### src/verilog/memSysPkg.sv
// Shared types for the memory system; one-word lines, 4 KB word memory, fixed wait states
package memSysPkg;

  // Memory and cache geometry
  localparam int MEM_WORDS   = 1024;
  localparam int CACHE_LINES = 64;
  localparam int MEM_WAIT    = 3;
  localparam int WORD_W      = $clog2(MEM_WORDS);
  localparam int WAIT_W      = $clog2(MEM_WAIT + 1);

  // Control register addresses
  localparam logic [1:0] CTL_REG   = 2'd0;
  localparam logic [1:0] CTL_INV_I = 2'd1;
  localparam logic [1:0] CTL_INV_D = 2'd2;

  // Cache view of a byte address with index width matching CACHE_LINES
  typedef struct packed {
    logic [23:0] tag;
    logic [5:0]  index;
    logic [1:0]  offset;
  } addrFieldsS;

  typedef union packed {
    logic [31:0] raw;
    addrFieldsS  f;
  } memAddrU;

  // Core side access
  typedef struct packed {
    memAddrU     addr;
    logic [31:0] wdata;
    logic [3:0]  byteMask;
    logic        read;
    logic        write;
  } coreReqS;

  typedef struct packed {
    logic [31:0] rdata;
    logic        stall;
  } coreRspS;

  // Bus side request held until ready
  typedef struct packed {
    logic        valid;
    logic        write;
    memAddrU     addr;
    logic [31:0] wdata;
    logic [3:0]  byteMask;
  } busReqS;

  typedef struct packed {
    logic [31:0] rdata;
    logic        ready;
  } busRspS;

  typedef struct packed {
    logic iEnable;
    logic dEnable;
    logic invI;
    logic invD;
  } cacheCtlS;

  // Bit n of mask selects byte n
  function automatic logic [31:0] mergeBytes(input logic [31:0] oldWord,
                                             input logic [31:0] newWord,
                                             input logic [3:0]  mask);
    logic [31:0] result;
    result = oldWord;
    for (int b = 0; b < 4; b++)
    begin
      if (mask[b])
        result[8*b +: 8] = newWord[8*b +: 8];
    end
    return result;
  endfunction

endpackage
### src/verilog/instrCache.sv
// Direct-mapped fetch cache, one word per line; does not snoop data writes
`timescale 1ns/100ps

module instrCache (
  input  logic                clk,
  input  logic                rstN,
  input  memSysPkg::cacheCtlS cacheCtl,
  input  memSysPkg::coreReqS  fetchReq,
  output memSysPkg::coreRspS  fetchRsp,
  output memSysPkg::busReqS   busReq,
  input  memSysPkg::busRspS   busRsp
);

  logic [memSysPkg::CACHE_LINES-1:0] validQ;
  logic [23:0]                       tagQ  [memSysPkg::CACHE_LINES];
  logic [31:0]                       dataQ [memSysPkg::CACHE_LINES];

  logic [5:0] idx;
  logic       hit;
  logic       fill;

  // Lookup
  assign idx  = fetchReq.addr.f.index;
  assign hit  = cacheCtl.iEnable && validQ[idx] && tagQ[idx] == fetchReq.addr.f.tag;
  // Refill only while enabled
  assign fill = busReq.valid && busRsp.ready && cacheCtl.iEnable;

  // Miss goes straight to the bus and is held by the core until ready
  always_comb
  begin
    busReq.valid    = fetchReq.read && !hit;
    busReq.write    = 1'b0;
    busReq.addr     = fetchReq.addr;
    busReq.wdata    = 32'd0;
    busReq.byteMask = 4'hF;
    fetchRsp.stall  = busReq.valid && !busRsp.ready;
    // Bus data forwarded in the ready cycle
    fetchRsp.rdata  = hit ? dataQ[idx] : busRsp.rdata;
  end

  // Invalidate beats a same-cycle fill
  always_ff @(posedge clk)
  begin
    if (!rstN)
      validQ <= '0;
    else if (cacheCtl.invI)
      validQ <= '0;
    else if (fill)
      validQ[idx] <= 1'b1;
  end

  // Tag and word storage
  always_ff @(posedge clk)
  begin
    if (fill)
    begin
      tagQ[idx]  <= fetchReq.addr.f.tag;
      dataQ[idx] <= busRsp.rdata;
    end
  end

  // Fetch stage must hold the address during a miss
  busStableA: assert property (@(posedge clk) disable iff (!rstN)
    (busReq.valid && !busRsp.ready) |=> $stable(busReq))
    else $error("fetch bus request changed before ready");

endmodule

### config.mk
export PLATFORM = sky130hd
export DESIGN_NAME = instrCache
export DESIGN_NICKNAME = d
export VERILOG_FILES = /design/src/verilog/memSysPkg.sv /design/src/verilog/instrCache.sv
export SDC_FILE = /design/constraint.sdc
export NUM_CORES = 2
export LEC_CHECK = 0
export BUFFER_PORTS_ARGS = -buffer_cell sky130_fd_sc_hd__buf_2
export CORE_ASPECT_RATIO = 0.8
export CORE_MARGIN = 1
export CORE_UTILIZATION = 37
export DETAILED_ROUTE_END_ITERATION = 7
export SYNTH_ARGS = -nofsm -noshare
export SYNTH_HDL_FRONTEND = slang
export SYNTH_SLANG_ARGS = --single-unit
export TNS_END_PERCENT = 100
### constraint.sdc
create_clock -name clk -period 15.3 [get_ports clk]
set_clock_uncertainty 0.1 [all_clocks]
set_input_delay 1.53 -clock clk [delete_from_list [all_inputs] [get_ports clk]]
set_output_delay 1.53 -clock clk [all_outputs]
set_load 0.05 [all_outputs]
==> run summary <==
status: complete, no violations
Via density: 6.35
synth top area cells: edfxtp_1 (78%), mux4_2 (4.3%), a22oi_1 (3.2%), mux2i_1 (2.1%), a221oi_1 (1.8%)
Worst R2R Path Depth: 12
H-tree levels: 5
critical-path maximum fanout: 30
CTS-repair resized insts: 0
I/O pin count: 212
die area: 377000 um2
Seq/Total Area, Yosys: 0.786
pre-CTS setup slack: 5.12 ns
Area growth syn-to-layout: 13.4%
WL met1: 186000 um
post-DP HPWL: 258000 um
critical path class: primary input to output pin
layout cells sized above 1: 0.186
Inst Count DP: 12200
Syn Area/Cell: 18.8 um2
post-synth top area share: 0.777
Die H: 549 um
Post-Synthesis Cells: 7358
Max Used Layer: met5
CTS Buf Count: 351
WL per Instance: 37.6 um
Clock transition at path regs: 0.06 ns
minimum clock period: 10.58 ns
worst-margin pin slew: 1.35 ns
routability cong.: 0.830
clk root buf: clkbuf_16
Hold Path Stages: 2
DRT iter0 DRCs: 15500
cell area power density: 131 nW/um2
DRT Pass-1 Iters: 6
Async S/R FF share, synth: 0
vias post-DR: 81800
Die Width: 686 um
DRC violations left: 0
Initial Util: 0.373
crit end category: output pin
P_leak: 48.6 nW
number of antenna violations at the first check in global routing: 32
Non-Filler Instances: 12900
WL met2: 212000 um
final worst slack: 4.72 ns
Final Setup Violations: 0
DP Area: 146000 um2
post-CTS setup buffer count: 0
Setup crit start kind: primary input
final period utilization: 0.691
metal3 WL: 65000 um
first-pass GRT wire length: 650000 um
arrival time worst endpoint: 8.95 ns
Core Box Area: 372000 um2
WL final: 485000 um
final hold violations: 0
Max Fclk: 0.0945 GHz
Post-DRT Antenna Nets: 0
max-cap check violation count: 0
grt ovf: 0
library cells used by synthesis: 81
max-slew violation count: 0
Setup TNS Final: 0 ns
post-synthesis register bit count: 3648
clock buffer depth: 4
Worst-Skew Late Latency: 0.92 ns
largest net degree at the start of global routing: 104
Num Clock Sinks: 3648
VDD IR max: 0.0908 mV
row count: 200
IO Port Bufs: 131
Critical Path RT: 13.67 ns
Nets: 7754
ys flop type: edfxtp_1
yosys warns: 0
Post-CTS Hold Fix Bufs: 0
post-synth design cell area: 139000 um2
Post-synth EDFFs: 3584
Synth area leader: edfxtp_1
CTS tree: done
worst hold-check path type: flop to flop
Global Route Usage Sum: 0.249
number of global-route vias before repair: 76300
headroom to the max-slew limit: 0.0981
top cells by count, synth: edfxtp_1 (3584), a22oi_1 (584), mux2i_1 (289)
total power: 20.6 mW
setup repair after global routing missed its margin: false
final instance area: 157000 um2
most common cell in the netlist: edfxtp_1
[layer usage]
layer,GRT usage,vias to the layer above
met3,0.0628,1048
li1,-,31400
met4,0.0989,12
met2,0.370,6367
met5,0,-
met1,0.352,43000
[sequential cells by signal, summed over array words and instances, names as in the netlist]
signal / flops
dataQ: 2048
validQ: 64
tagQ: 1536
[layout make-up]
cell class | instances | area, um2
Inverter | 12 | 52.6
Antenna cell | 17 | 42.5
Timing Repair Buffer | 474 | 3400
Fill cell | 32200 | 215000
Sequential cell | 3648 | 109000
Tap cell | 4949 | 6190
Multi-Input combinational cell | 3158 | 27500
Clock buffer | 415 | 9130
Clock inverter | 220 | 1980
[cells in the final DEF (no fill, tap or decap), drive strengths merged, types with 17 or more instances in the layout]
cell,Yosys,final
a211oi,23,23
a21oi,203,203
a221oi,288,288
a22o,107,107
a22oi,584,584
a31oi,93,93
a41oi,23,23
buf,335,474
bufinv,0,30
clkbuf,240,415
clkinv,0,164
conb,2,37
dfxtp,64,64
diode,0,17
edfxtp,3584,3584
inv,12,23
mux2,131,131
mux2i,289,289
mux4,262,262
nand2,212,212
nand3,64,64
nand3b,27,27
nand4,85,85
nor2,113,113
nor3,30,30
nor4,80,80
o211ai,23,23
o21ai,90,90
o221ai,22,22
o22a,19,19
o22ai,57,57
o31ai,72,72
[path summary, 6_finish.rpt]
| check | startpoint | endpoint | slack [ns] |
|---|---|---|---|
| worst max-delay path | fetchReq[44] | fetchRsp[25] | 4.72 |
| worst min-delay path | validQ[30]$_SDFFE_PP0P_ | validQ[30]$_SDFFE_PP0P_ | 0.35 |
| worst max register to register | tagQ[55][4]$_DFFE_PP_ | dataQ[15][30]$_DFFE_PP_ | 8.61 |
| worst min register to register | validQ[30]$_SDFFE_PP0P_ | validQ[30]$_SDFFE_PP0P_ | 0.35 |
[critical path, stage by stage]
cell and delay [ns]:
buf_4 0.39, buf_4 0.58, buf_4 0.69, or3_2 0.62
buf_4 0.80, o32ai_1 0.21, nor4_1 0.80, a31oi_1 0.34
nor4_1 0.37, nand4_1 0.19, nor4_4 0.47, buf_4 0.90
mux2_1 0.56, buf_2 0.36
[metrics by stage]
step / hold slack, ns / utilization
final: 0.350 / 0.423
after global routing: 0.367 / 0.423
after detailed placement: 0.336 / 0.393
after global placement: 0.327 / 0.393
after CTS: 0.351 / 0.423
after floorplan: 0.319 / -
[kinds of logic (layout without fill, tap and decap cells)]
group                     Yosys count  after routing  share of synthesized area
muxes                             682            682                     0.0741
DFF                              3648           3648                      0.786
xor gates and xnor gates            4              4                   0.000253
buffers and inverters             587           1121                     0.0210
AOI/OAI and AO/OA                1680           1680                     0.0895
other                               2             54                  0.0000542
and+or+nand+nor                   755            755                     0.0293
[report_power, final]
group	total [mW]	switching [mW]	internal (mW)
clock network	8.56	3.78	4.79
logic	1.07	0.792	0.276
registers	11.0	0.00488	11.0
total	20.6	4.58	16.0
No activity file was read; power rests on OpenSTA's default activity.
