[src/verilog/memSysPkg.sv]
// Shared types for the memory system; one-word lines, 4 KB word memory, fixed wait states
package memSysPkg;

  // Memory and cache geometry
  localparam int MEM_WORDS   = 1024;
  localparam int CACHE_LINES = 64;
  localparam int MEM_WAIT    = 3;
  localparam int WORD_W      = $clog2(MEM_WORDS);
  localparam int WAIT_W      = $clog2(MEM_WAIT + 1);

  // Control register addresses
  localparam logic [1:0] CTL_REG   = 2'd0;
  localparam logic [1:0] CTL_INV_I = 2'd1;
  localparam logic [1:0] CTL_INV_D = 2'd2;

  // Cache view of a byte address with index width matching CACHE_LINES
  typedef struct packed {
    logic [23:0] tag;
    logic [5:0]  index;
    logic [1:0]  offset;
  } addrFieldsS;

  typedef union packed {
    logic [31:0] raw;
    addrFieldsS  f;
  } memAddrU;

  // Core side access
  typedef struct packed {
    memAddrU     addr;
    logic [31:0] wdata;
    logic [3:0]  byteMask;
    logic        read;
    logic        write;
  } coreReqS;

  typedef struct packed {
    logic [31:0] rdata;
    logic        stall;
  } coreRspS;

  // Bus side request held until ready
  typedef struct packed {
    logic        valid;
    logic        write;
    memAddrU     addr;
    logic [31:0] wdata;
    logic [3:0]  byteMask;
  } busReqS;

  typedef struct packed {
    logic [31:0] rdata;
    logic        ready;
  } busRspS;

  typedef struct packed {
    logic iEnable;
    logic dEnable;
    logic invI;
    logic invD;
  } cacheCtlS;

  // Bit n of mask selects byte n
  function automatic logic [31:0] mergeBytes(input logic [31:0] oldWord,
                                             input logic [31:0] newWord,
                                             input logic [3:0]  mask);
    logic [31:0] result;
    result = oldWord;
    for (int b = 0; b < 4; b++)
    begin
      if (mask[b])
        result[8*b +: 8] = newWord[8*b +: 8];
    end
    return result;
  endfunction

endpackage
[src/verilog/busArbiter.sv]
// Fixed-priority bus arbiter, data over fetch; one open transfer at a time
`timescale 1ns/100ps

module busArbiter (
  input  logic              clk,
  input  logic              rstN,
  input  memSysPkg::busReqS dataBusReq,
  output memSysPkg::busRspS dataBusRsp,
  input  memSysPkg::busReqS fetchBusReq,
  output memSysPkg::busRspS fetchBusRsp,
  output memSysPkg::busReqS memReq,
  input  memSysPkg::busRspS memRsp
);

  logic busyQ;
  logic ownerDataQ;
  logic grantData;

  // Owner locked once a request is accepted and otherwise data wins when valid
  assign grantData = busyQ ? ownerDataQ : dataBusReq.valid;
  assign memReq    = grantData ? dataBusReq : fetchBusReq;

  // Read data shared and ready only to the granted master
  always_comb
  begin
    dataBusRsp.rdata  = memRsp.rdata;
    dataBusRsp.ready  = memRsp.ready && grantData;
    fetchBusRsp.rdata = memRsp.rdata;
    fetchBusRsp.ready = memRsp.ready && !grantData;
  end

  // Grant register open from acceptance to ready
  always_ff @(posedge clk)
  begin
    if (!rstN)
    begin
      busyQ      <= 1'b0;
      ownerDataQ <= 1'b0;
    end
    else if (memRsp.ready)
      busyQ <= 1'b0;
    else if (!busyQ && memReq.valid)
    begin
      busyQ      <= 1'b1;
      ownerDataQ <= grantData;
    end
  end

  // Granted master keeps its request up and the owner stays put
  grantHoldA: assert property (@(posedge clk) disable iff (!rstN)
    (busyQ && !memRsp.ready) |=> (busyQ && memReq.valid && grantData == $past(grantData)))
    else $error("bus grant changed during an open transfer");

endmodule

[config.mk]
export PLATFORM = sky130hd
export DESIGN_NAME = busArbiter
export DESIGN_NICKNAME = d
export VERILOG_FILES = /design/src/verilog/memSysPkg.sv /design/src/verilog/busArbiter.sv
export SDC_FILE = /design/constraint.sdc
export NUM_CORES = 1
export LEC_CHECK = 0
export ABC_AREA = 1
export BUFFER_PORTS_ARGS = -buffer_cell sky130_fd_sc_hd__buf_2
export CAP_MARGIN = 40
export CELL_PAD_IN_SITES_DETAIL_PLACEMENT = 1
export CELL_PAD_IN_SITES_GLOBAL_PLACEMENT = 2
export CORE_MARGIN = 10
export CORE_UTILIZATION = 10
export DETAILED_ROUTE_END_ITERATION = 10
export PLACE_DENSITY = 0.95
export SLEW_MARGIN = 10
export SYNTH_ARGS = -nofsm -noshare
export SYNTH_HDL_FRONTEND = slang
export SYNTH_SLANG_ARGS = --single-unit
export TNS_END_PERCENT = 100
[constraint.sdc]
create_clock -name clk -period 1 [get_ports clk]
set_input_delay 0.1 -clock clk [delete_from_list [all_inputs] [get_ports clk]]
set_output_delay 0.1 -clock clk [all_outputs]
set_load 0.1 [all_outputs]
==> results.md <==
- Part of the cycle the worst path needs: 1.599
- Area Overhead vs Synth: 260.4%
- Hold WS: ~78 ps
- Nets: between 600 and 700
- Post-CTS Hold Fix Bufs: 0
- Fin crit period: approximately 1600 ps
- Simple-gate share of the synthesized area: 0.5557
- Failing checks: negative setup slack
- Grt ovf: 0
- Die width: roughly 140 µm
- Via count: 2503
- Max-cap viol count: 0
- CTS tree: yes
- H-tree depth: 1
- Pwr Density: 1217 mW/mm²
- FF+latch count, synth: 2
- Worst Max-Slew Pin Slew: just under 200 ps
- DR iter-0 viols: 29
- Clock sink count: 2
- FF-to-FF setup slack: -460 ps
- DR vias/cell: ~3.8
- Commonest cells after routing, fill and taps aside: buf_2, nand2_2, buf_12, nand2_8, nand2_1
- Syn avg cell area: 4.894 µm²
- Status: complete, but fails checks
- Sw power: between 3 and 4 mW
- Vias in the first global route: 2926
- Synth Area in XOR/XNOR: 0
- Most common cell after layout, fill and taps aside: buf_2
- Gate power share: 0.895
- Critical Path End Type: output port
- Drt wl/cell: roughly 18 µm
- Sequential Power Share: 0.014
- Inserted Clock Buffers: 3
- Placer Congestion: roughly 0.77
- CP required: ~900 ps
- First-pass GRT wire length: 16430 µm
- Worst skew pair latency: 220 ps
- Post-Route WL: approximately 12000 µm
- Num rows: 44
- DRC: 0
- I/O pins: approximately 310
- Post-Syn Nets: 480
- Total power draw: between 6 and 7 mW
- Slew Limit Headroom: 0.8678
- Synth Area in Adders: 0
- Sequential-to-total area share from yosys stat: 0.02682
- Starting density of the core: 0.1023
- WS Path Type: reg2out
- Post-DRT Antenna Nets: 0
- CP Max Fanout: 7
- Crit path launch type: register
- Setup violators final: 74
- RSZ-0062 raised after global routing: yes
- Cells after synthesis: 305
- Layout Cells excl Fill: ~650
- Share of cells above drive strength 1: 0.9232
- DRT Pass-1 Iters: 3
- Largest family of logic cells by synthesized area: simple AND/OR/NAND/NOR gates
- WP data arrival: approximately 1500 ps
- Cell Area, Synth: about 0.0015 mm²
- Antenna cells: 0
- Clock power share: 0.091
- Core area: 0.01459 mm²
- Largest net degree at the start of global routing: between 40 and 50
- Root Buffer Master: clkbuf_16
- # placed instances: approximately 630
- Synth unique cells: 13
- Clock transition at path regs: 30 ps
- Setup TNS: -40610 ps
- Clock skew: approximately 0.29 ps
- FMAX: roughly 630 MHz
- Gr usage total: 0.1036
- Clock Path Buffers: 2
- Switching portion of total power: 0.5766
- Cell leakage power: around 2.5 nW
- PnR worst setup slack: -598.8 ps
- Final Hold Fails: 0
- HP Class: in2reg
- Initial antenna violation count: 0
- VDD IR max: between 0.5 and 0.6 mV
- Final Max Tran Viols: 0
- Synth Area in Compound Gates: 0.01006
- Hpwl dp: approximately 9500 µm
- Total internal power: between 2 and 3 mW
- Yosys warns: 0
- Die ar.: just over 0.02 mm²
- Port bufs: between 200 and 250
- Die height: 142.2 µm
- Post-synthesis mux area share: 0
==> Yosys cell counts (all sizes together) <==
library cell  number  share of area
a21oi              1         0.0033
o21ai              2         0.0067
dfxtp              2          0.027
buf               78           0.40
nand3              2         0.0067
inv                3         0.0092
nor2               5          0.013
nand2            212           0.54
==> per-layer routing <==
| metal | vias up | global-route usage | share of wire |
|---|---|---|---|
| met2 | 142 | 0.1984 | 0.56 |
| met5 | - | 0 | 0 |
| met1 | 1166 | 0.09899 | 0.33 |
| met3 | 21 | 0.04640 | 0.10 |
| met4 | 0 | 0.02098 | 0.012 |
| li1 | 1174 | - | - |
==> stage by stage <==
step	setup slack (ps)	cell area (µm²)	utilization
5_1_grt	-662.3	5380	0.3688
3_3_place_gp	-375.8	4647	0.3185
6_report	-598.8	5380	0.3688
4_1_cts	-612.6	5102	0.3497
3_5_place_dp	-433.5	4647	0.3185
2_1_floorplan	-313.6	2743	-
==> worst max-delay path, stage by stage (launching register included) <==
cell and delay, ps:
dfxtp_2 320, inv_2 70, nand2_4 60, nand2_8 130, buf_4 170, buf_16 150
nand2_2 100, nand2_8 90, buf_12 160
==> final timing paths <==
| path | start | endpoint | depth (start not counted) |
|---|---|---|---|
| setup / recovery | busyQ$_SDFFE_PP0P_ | memReq[41] | 8 |
| hold / removal | memRsp[0] | busyQ$_SDFFE_PP0P_ | 2 |
| setup reg to reg | busyQ$_SDFFE_PP0P_ | ownerDataQ$_SDFFE_PN0P_ | 11 |
| hold reg to reg | busyQ$_SDFFE_PP0P_ | busyQ$_SDFFE_PP0P_ | 3 |
==> cells by family (layout without fill, tap and decap cells) <==
| kind of cell | count (synthesis) | count (layout) |
|---|---|---|
| and+or+nand+nor | 219 | 219 |
| buffers and inverters | 81 | 245 |
| DFF | 2 | 2 |
| AOI/OAI and AO/OA | 3 | 3 |
==> flip-flops by register name (all words and copies together), names as in the netlist <==
signal,flops
ownerDataQ,1
busyQ,1
==> what timing repair did <==
item | in CTS | in global routing
pin swaps | 1 | 1
endpoints found under the hold margin | 0 | 0
setup buffers | 7 | 1
cloned | 5 | 4
endpoints found under the setup margin | 74 | 74
resized for setup | 63 | 56
==> power groups by stage <==
| stage | Clock, mW | Combinational [mW] | Sequential [mW] |
|---|---|---|---|
| 6_report | 0.595 | 5.86 | 0.0926 |
| 5_1_grt | 0.618 | 6.07 | 0.0939 |
| 4_1_cts | 0.603 | 5.72 | 0.0926 |
| 3_5_place_dp | 0 | 5.43 | 0.0935 |
| 3_3_place_gp | 0 | 5.36 | 0.0927 |
| 2_1_floorplan | 0 | 4.76 | 0.0933 |
==> final cells by class <==
| cell class | count | area (µm²) |
|---|---|---|
| clock buffer | 3 | 75.07 |
| tap | 184 | 230.2 |
| multi-input combinational | 222 | 2402 |
| inverter | 3 | 23.77 |
| timing repair buffer | 239 | 2608 |
| fill | 1607 | 9209 |
| sequential | 2 | 41.29 |
Power figures use the tool's default switching activity.
