<file path="config.mk">
export PLATFORM = sky130hd
export DESIGN_NAME = cacheControl
export DESIGN_NICKNAME = d
export VERILOG_FILES = /design/src/verilog/memSysPkg.sv /design/src/verilog/cacheControl.sv
export SDC_FILE = /design/constraint.sdc
export NUM_CORES = 1
export LEC_CHECK = 0
export BUFFER_PORTS_ARGS = -buffer_cell sky130_fd_sc_hd__buf_2
export CORE_UTILIZATION = 26
export DETAILED_ROUTE_END_ITERATION = 7
export HOLD_SLACK_MARGIN = 0.05
export PLACE_DENSITY = 0.91
export SETUP_SLACK_MARGIN = 0.3
export SLEW_MARGIN = 10
export SYNTH_ARGS = -nofsm -noshare
export SYNTH_HDL_FRONTEND = slang
export SYNTH_SLANG_ARGS = --single-unit
</file>
<file path="constraint.sdc">
create_clock -name clk -period 1.9 [get_ports clk]
set_clock_uncertainty 0.2 [all_clocks]
set_input_delay 0.19 -clock clk [delete_from_list [all_inputs] [get_ports clk]]
set_output_delay 0.19 -clock clk [all_outputs]
set_load 0.005 [all_outputs]
</file>
<file path="src/verilog/memSysPkg.sv">
// Shared types for the memory system; one-word lines, 4 KB word memory, fixed wait states
package memSysPkg;

  // Memory and cache geometry
  localparam int MEM_WORDS   = 1024;
  localparam int CACHE_LINES = 64;
  localparam int MEM_WAIT    = 3;
  localparam int WORD_W      = $clog2(MEM_WORDS);
  localparam int WAIT_W      = $clog2(MEM_WAIT + 1);

  // Control register addresses
  localparam logic [1:0] CTL_REG   = 2'd0;
  localparam logic [1:0] CTL_INV_I = 2'd1;
  localparam logic [1:0] CTL_INV_D = 2'd2;

  // Cache view of a byte address with index width matching CACHE_LINES
  typedef struct packed {
    logic [23:0] tag;
    logic [5:0]  index;
    logic [1:0]  offset;
  } addrFieldsS;

  typedef union packed {
    logic [31:0] raw;
    addrFieldsS  f;
  } memAddrU;

  // Core side access
  typedef struct packed {
    memAddrU     addr;
    logic [31:0] wdata;
    logic [3:0]  byteMask;
    logic        read;
    logic        write;
  } coreReqS;

  typedef struct packed {
    logic [31:0] rdata;
    logic        stall;
  } coreRspS;

  // Bus side request held until ready
  typedef struct packed {
    logic        valid;
    logic        write;
    memAddrU     addr;
    logic [31:0] wdata;
    logic [3:0]  byteMask;
  } busReqS;

  typedef struct packed {
    logic [31:0] rdata;
    logic        ready;
  } busRspS;

  typedef struct packed {
    logic iEnable;
    logic dEnable;
    logic invI;
    logic invD;
  } cacheCtlS;

  // Bit n of mask selects byte n
  function automatic logic [31:0] mergeBytes(input logic [31:0] oldWord,
                                             input logic [31:0] newWord,
                                             input logic [3:0]  mask);
    logic [31:0] result;
    result = oldWord;
    for (int b = 0; b < 4; b++)
    begin
      if (mask[b])
        result[8*b +: 8] = newWord[8*b +: 8];
    end
    return result;
  endfunction

endpackage
</file>
<file path="src/verilog/cacheControl.sv">
// Cache control register; invalidate strobes are combinational and need a one-cycle ctlWrite
`timescale 1ns/100ps

module cacheControl (
  input  logic                clk,
  input  logic                rstN,
  input  logic                ctlWrite,
  input  logic [1:0]          ctlAddr,
  input  logic [31:0]         ctlWdata,
  output logic [31:0]         ctlRdata,
  output memSysPkg::cacheCtlS cacheCtl
);

  logic iEnableQ;
  logic dEnableQ;

  // Enable bits cleared by reset
  always_ff @(posedge clk)
  begin
    if (!rstN)
    begin
      iEnableQ <= 1'b0;
      dEnableQ <= 1'b0;
    end
    else if (ctlWrite && ctlAddr == memSysPkg::CTL_REG)
    begin
      iEnableQ <= ctlWdata[0];
      dEnableQ <= ctlWdata[1];
    end
  end

  // Strobes act on the cache in the write cycle itself
  assign cacheCtl.iEnable = iEnableQ;
  assign cacheCtl.dEnable = dEnableQ;
  assign cacheCtl.invI    = ctlWrite && ctlAddr == memSysPkg::CTL_INV_I;
  assign cacheCtl.invD    = ctlWrite && ctlAddr == memSysPkg::CTL_INV_D;

  // Only the enable register reads back
  assign ctlRdata = (ctlAddr == memSysPkg::CTL_REG) ? {30'd0, dEnableQ, iEnableQ} : 32'd0;

  // Core must drop ctlWrite after one cycle
  invPulseA: assert property (@(posedge clk) disable iff (!rstN)
    (cacheCtl.invI || cacheCtl.invD) |=> !(cacheCtl.invI || cacheCtl.invD))
    else $error("invalidate strobe held longer than one cycle");

endmodule

</file>
==> flow_summary.json, run 1 <==
{
  "crit_type": "flop to output pin",
  "postRouteAntennaNets": 0,
  "ys_seq_area_share_pct": 11.00,
  "htree_levels": 1,
  "drc": 0,
  "cts_buffers": 3,
  "nets": 100,
  "die_height_um": 39.42,
  "die_area_um2": 1554,
  "cp_top_family": "flip-flops",
  "status": "finished clean",
  "yosys.area.top_type": "buf_4",
  "synth.cell_area_um2": 364.1,
  "rsz0062_at_grt": "false",
  "ys_warn_count": 0,
  "clockRootBuffer": "clkbuf_4",
  "io_pins": 73,
  "drv_cap": 0,
  "synth-seq-cells": 2,
  "finalSetupTns_ps": 0,
  "drtPass1Iterations": 4,
  "clk_latency_ps": 220,
  "drt_iter0_markers": 7,
  "drive_gt1_share_pct": 27.87,
  "grt_pass1_vias": 166,
  "finalWirelength_um": 492,
  "synth.area.top_cells": "buf_4 66%, dfxtp_1 11%, mux2i_1 5.5%",
  "setup_violations": 0,
  "layout_common_cells": "30 x conb_1, 12 x buf_2, 5 x nand2_1",
  "dpl.cell_count": 71,
  "fin_crit_sh_pct": 66.34,
  "n_antenna_cell": 0,
  "fin_crit_ps": 1260,
  "final_common_cell": "conb_1",
  "fmax_mhz": 793.4,
  "vias": 240,
  "utilization_pct": 27.21,
  "cts.sinks": 2,
  "worstPathCellList": "nor3b_1 > buf_2",
  "postCtsSetupBuffers": 0,
  "area_growth_pct": -2.749,
  "hold_viol": 0,
  "ir_worst_vdd_v": 0.00009028,
  "grt_antenna_before_repair": 0,
  "place_congestion": 0.4463,
  "slowest_delay_ps": 340,
  "arrival_ps": 870,
  "hp-class": "input pin to flop",
  "cp.required_ps": 1510,
  "ys_types": 9,
  "overflow": 0,
  "final_max_slew_viol_count": 0,
  "stdcell_count": 76,
  "die_w_um": 39.42,
  "rows": 13,
  "cp_max_fo": 3,
  "viasPerCell": 3.158,
  "cellPowerDensity_nw_per_um2": 494.1,
  "syn_avg_cell_area_um2": 7.747,
  "grt_max_degree": 6,
  "hpwl_um": 368.2,
  "clockBufferDepth": 2,
  "crit_buf_inv": 1,
  "grt_pass1_wl_um": 593,
  "cp-start-kind": "flop",
  "p_leak_nw": 0.2193,
  "grt_usage_pct": 7.268,
  "start_util_pct": 27.98,
  "cp_slowest_cell": "dfxtp_1",
  "worstSetupEndpointType": "output pin",
  "wire_per_inst_um": 6.474,
  "core_um2": 1301,
  "clk_pin_slew_worst_paths_ps": 30,
  "tritoncts": "yes",
  "io_buffers": 12,
  "power_w": 0.0001749,
  "syn_inst": 47,
  "yosysTopAreaCellShare_pct": 65.98
}
tightest hold or removal path, delay by kind of cell:
family	cells	cell delay, ps
buffers and inverters	1	120
multiplexers	1	50
AND/OR/NAND/NOR	1	60
report_power, final:
part | switching (W) | total [W] | internal [W]
combinational | 0.0000239 | 0.0000375 | 0.0000136
clock | 0.0000230 | 0.0000926 | 0.0000696
sequential | 0.00000102 | 0.0000449 | 0.0000438
synthesized netlist by cell type (all sizes together):
library cell	number
buf	32
nor2	1
mux2i	2
nand2	5
dfxtp	2
nor3b	3
conb	1
and3b	1
kinds of logic (layout without fill, tap and decap cells):
group,Yosys count,count (layout),share of synthesized area (%)
flip-flops,2,2,11.00
other,1,30,1.030
buffers and inverters,32,17,65.98
AND/OR/NAND/NOR,10,10,16.49
multiplexers,2,2,5.499
flip-flops by register name (all words and copies together) (netlist names):
signal	count
iEnableQ	1
dEnableQ	1
per-layer routing:
layer | GRT usage (%) | vias to the layer above | routed length (µm)
li1 | - | 113 | -
met1 | 2.357 | 102 | 132
met2 | 12.70 | 25 | 269
met3 | 6.818 | 0 | 91
met4 | 10.34 | 0 | 0
met5 | 0 | - | 0
stage by stage:
step | setup slack, ps | instance area [µm²] | hold WS, ps
finish | 639.5 | 354.1 | 57.26
global route | 550.8 | 354.1 | 57.00
CTS | 312.5 | 364.1 | 60.40
detailed placement | 781.2 | 311.5 | 253.7
global placement | 853.9 | 311.5 | 248.5
floorplan | 977.6 | 473.0 | 132.1
timing repair:
action,in CTS,in global routing
hold buffers,3,0
endpoints found under the hold margin,2,0
resized for setup,0,0
endpoints found under the setup margin,0,1
final cells by class:
class,count,area [µm²]
Multi-Input combinational cell,42,192.7
Fill cell,157,947.2
Timing Repair Buffer,14,80.08
Sequential cell,2,40.04
Clock buffer,3,22.52
Tap cell,15,18.77
path summary, 6_finish.rpt:
check / depth (start not counted) / slack, ps / end / from
worst max-delay path: 2 / 640 / ctlRdata[1] / dEnableQ$_SDFFE_PN0P_
worst min register to register: 2 / 270 / iEnableQ$_SDFFE_PN0P_ / iEnableQ$_SDFFE_PN0P_
worst min-delay path: 3 / 60 / iEnableQ$_SDFFE_PN0P_ / rstN
worst max register to register: 2 / 1110 / dEnableQ$_SDFFE_PN0P_ / dEnableQ$_SDFFE_PN0P_
(Power assumes the default switching activity.)
==> run 2: changes to the inputs <==
--- a/config.mk
+++ b/config.mk
@@ -6,10 +6,10 @@
 export NUM_CORES = 1
 export LEC_CHECK = 0
 export BUFFER_PORTS_ARGS = -buffer_cell sky130_fd_sc_hd__buf_2
-export CORE_UTILIZATION = 26
+export CORE_UTILIZATION = 22
 export DETAILED_ROUTE_END_ITERATION = 7
 export HOLD_SLACK_MARGIN = 0.05
-export PLACE_DENSITY = 0.91
+export PLACE_DENSITY = 0.83
 export SETUP_SLACK_MARGIN = 0.3
 export SLEW_MARGIN = 10
 export SYNTH_ARGS = -nofsm -noshare
==> constraint.sdc (replaced) <==
create_clock -name clk -period 1.1 [get_ports clk]
set_clock_uncertainty 0.2 [all_clocks]
set_input_delay 0.11 -clock clk [delete_from_list [all_inputs] [get_ports clk]]
set_output_delay 0.11 -clock clk [all_outputs]
set_load 0.005 [all_outputs]
==> flow_summary.json, run 2 (synthesized netlist as in run 1, its figures left out) <==
{
  "utilization_pct": 27.50,
  "violations": "negative hold slack, negative setup slack",
  "grt_max_degree": 6,
  "rsz0062_at_grt": "true",
  "wire_per_inst_um": 6.872,
  "drtPass1Iterations": 1,
  "p_leak_nw": 0.2412,
  "dp_worst_setup_slack_ps": 62.28,
  "clockBufferDepth": 2,
  "fmax_mhz": 879.1,
  "drv_cap": 0,
  "hpwl_um": 400.1,
  "grt_usage_pct": 6.469,
  "layout_common_cells": "30 x conb_1, 7 x buf_2, 5 x buf_6",
  "nets": 101,
  "final_max_slew_viol_count": 0,
  "io_pins": 73,
  "cp-start-kind": "flop",
  "final_area_um2": 419.2,
  "postRouteAntennaNets": 0,
  "overflow": 0,
  "hold_viol": 2,
  "vias": 238,
  "cellPowerDensity_nw_per_um2": 761.8,
  "final_common_cell": "conb_1",
  "worstSetupEndpointType": "output pin",
  "die_height_um": 42.68,
  "crit_type": "flop to output pin",
  "rows": 14,
  "setup_violations": 2,
  "core_um2": 1524,
  "grt_pass1_vias": 204,
  "viasPerCell": 3.051,
  "grt_antenna_before_repair": 0,
  "start_util_pct": 23.89,
  "status": "finished with violations",
  "drc": 0,
  "cts_buffers": 3,
  "place_congestion": 0.6121,
  "clk_pin_slew_worst_paths_ps": 30,
  "power_w": 0.0003193,
  "arrival_ps": 830,
  "wl_met3_um": 43,
  "cp_max_fo": 2,
  "fin_crit_sh_pct": 103.4,
  "slowest_delay_ps": 310,
  "holdPathStages": 3,
  "postLayoutSetupSlackWorst_ps": -37.56,
  "die_w_um": 42.68,
  "drive_gt1_share_pct": 45.16,
  "rr_worst_depth": 4,
  "htree_levels": 1,
  "reg.largest.list": "dEnableQ x1, iEnableQ x1",
  "io_buffers": 12,
  "tritoncts": "yes",
  "n_antenna_cell": 0,
  "clockRootBuffer": "clkbuf_4",
  "cp_slowest_cell": "dfxtp_2",
  "area_growth_pct": 15.12,
  "drt-met1-wl_um": 161,
  "clk_latency_ps": 220,
  "finalSetupTns_ps": -51.24,
  "timing.hold.ws_ps": -62.38,
  "wl_met2_um": 332,
  "worstPathCellList": "nor3b_2 > buf_2",
  "finalWirelength_um": 536,
  "grt_pass1_wl_um": 807,
  "cts.sinks": 2,
  "highest_layer": "met3",
  "fin_crit_ps": 1138,
  "cp.required_ps": 790,
  "drt_iter0_markers": 0,
  "nFillCells": 165,
  "place_area_um2": 322.8,
  "die_area_um2": 1822,
  "hp-class": "input pin to flop",
  "ir_worst_vdd_v": 0.0002230
}
[run 2: cell types whose count changed in the layout (fill, tap and decap cells not counted), sizes merged]
cell	delta
dlygate4sd3	-2
buf	+3
[run 2: worst max-delay path: cells and delay by family (launching register included)]
kind / cells / cell delay [ps]
flip-flops: 1 / 310
buffers and inverters: 1 / 140
AND/OR/NAND/NOR: 1 / 160
[run 2: what timing repair did]
action	4_1_cts	5_1_grt
pin swaps	0	1
endpoints found under the setup margin	7	8
setup buffers	3	0
endpoints found under the hold margin	2	2
gates resized for setup	9	7
[run 2: per-stage QoR]
stage               std cells  hold WS [ps]
finish                     78        -62.38
global route               78        -49.35
CTS                        78        -68.36
detailed placement         72         175.0
global placement           72         160.6
floorplan                  76         43.18
[run 2: power by group]
| group | switching [W] | internal, W | leakage, nW |
|---|---|---|---|
| Clock | 0.0000384 | 0.000120 | 0.0138 |
| Combinational | 0.0000474 | 0.0000360 | 0.210 |
| Sequential | 0.00000132 | 0.0000762 | 0.0172 |
| Total | 0.0000871 | 0.000232 | 0.241 |
[run 2: cell type report]
| cell class | instances | area, µm² | area share (%) |
|---|---|---|---|
| clock buffers | 3 | 22.52 | 5.373 |
| well taps | 16 | 20.02 | 4.776 |
| repair buffers | 15 | 121.4 | 28.96 |
| flip-flops and latches | 2 | 42.54 | 10.15 |
| multi-input cells | 42 | 212.7 | 50.75 |
[run 2: metal layers]
layer | vias to the layer above | global-route usage, %
met5 | - | 0
met1 | 107 | 4.884
met2 | 17 | 10.30
met4 | 0 | 7.500
li1 | 114 | -
met3 | 0 | 3.830
[run 2: path summary, 6_finish.rpt]
path                                       startpoint               endpoint  slack [ps]
worst min register to register  iEnableQ$_SDFFE_PN0P_  iEnableQ$_SDFFE_PN0P_         390
worst max register to register  dEnableQ$_SDFFE_PN0P_  dEnableQ$_SDFFE_PN0P_         160
worst max-delay path            iEnableQ$_SDFFE_PN0P_            ctlRdata[0]         -40
worst min-delay path                      ctlWdata[1]  dEnableQ$_SDFFE_PN0P_         -60
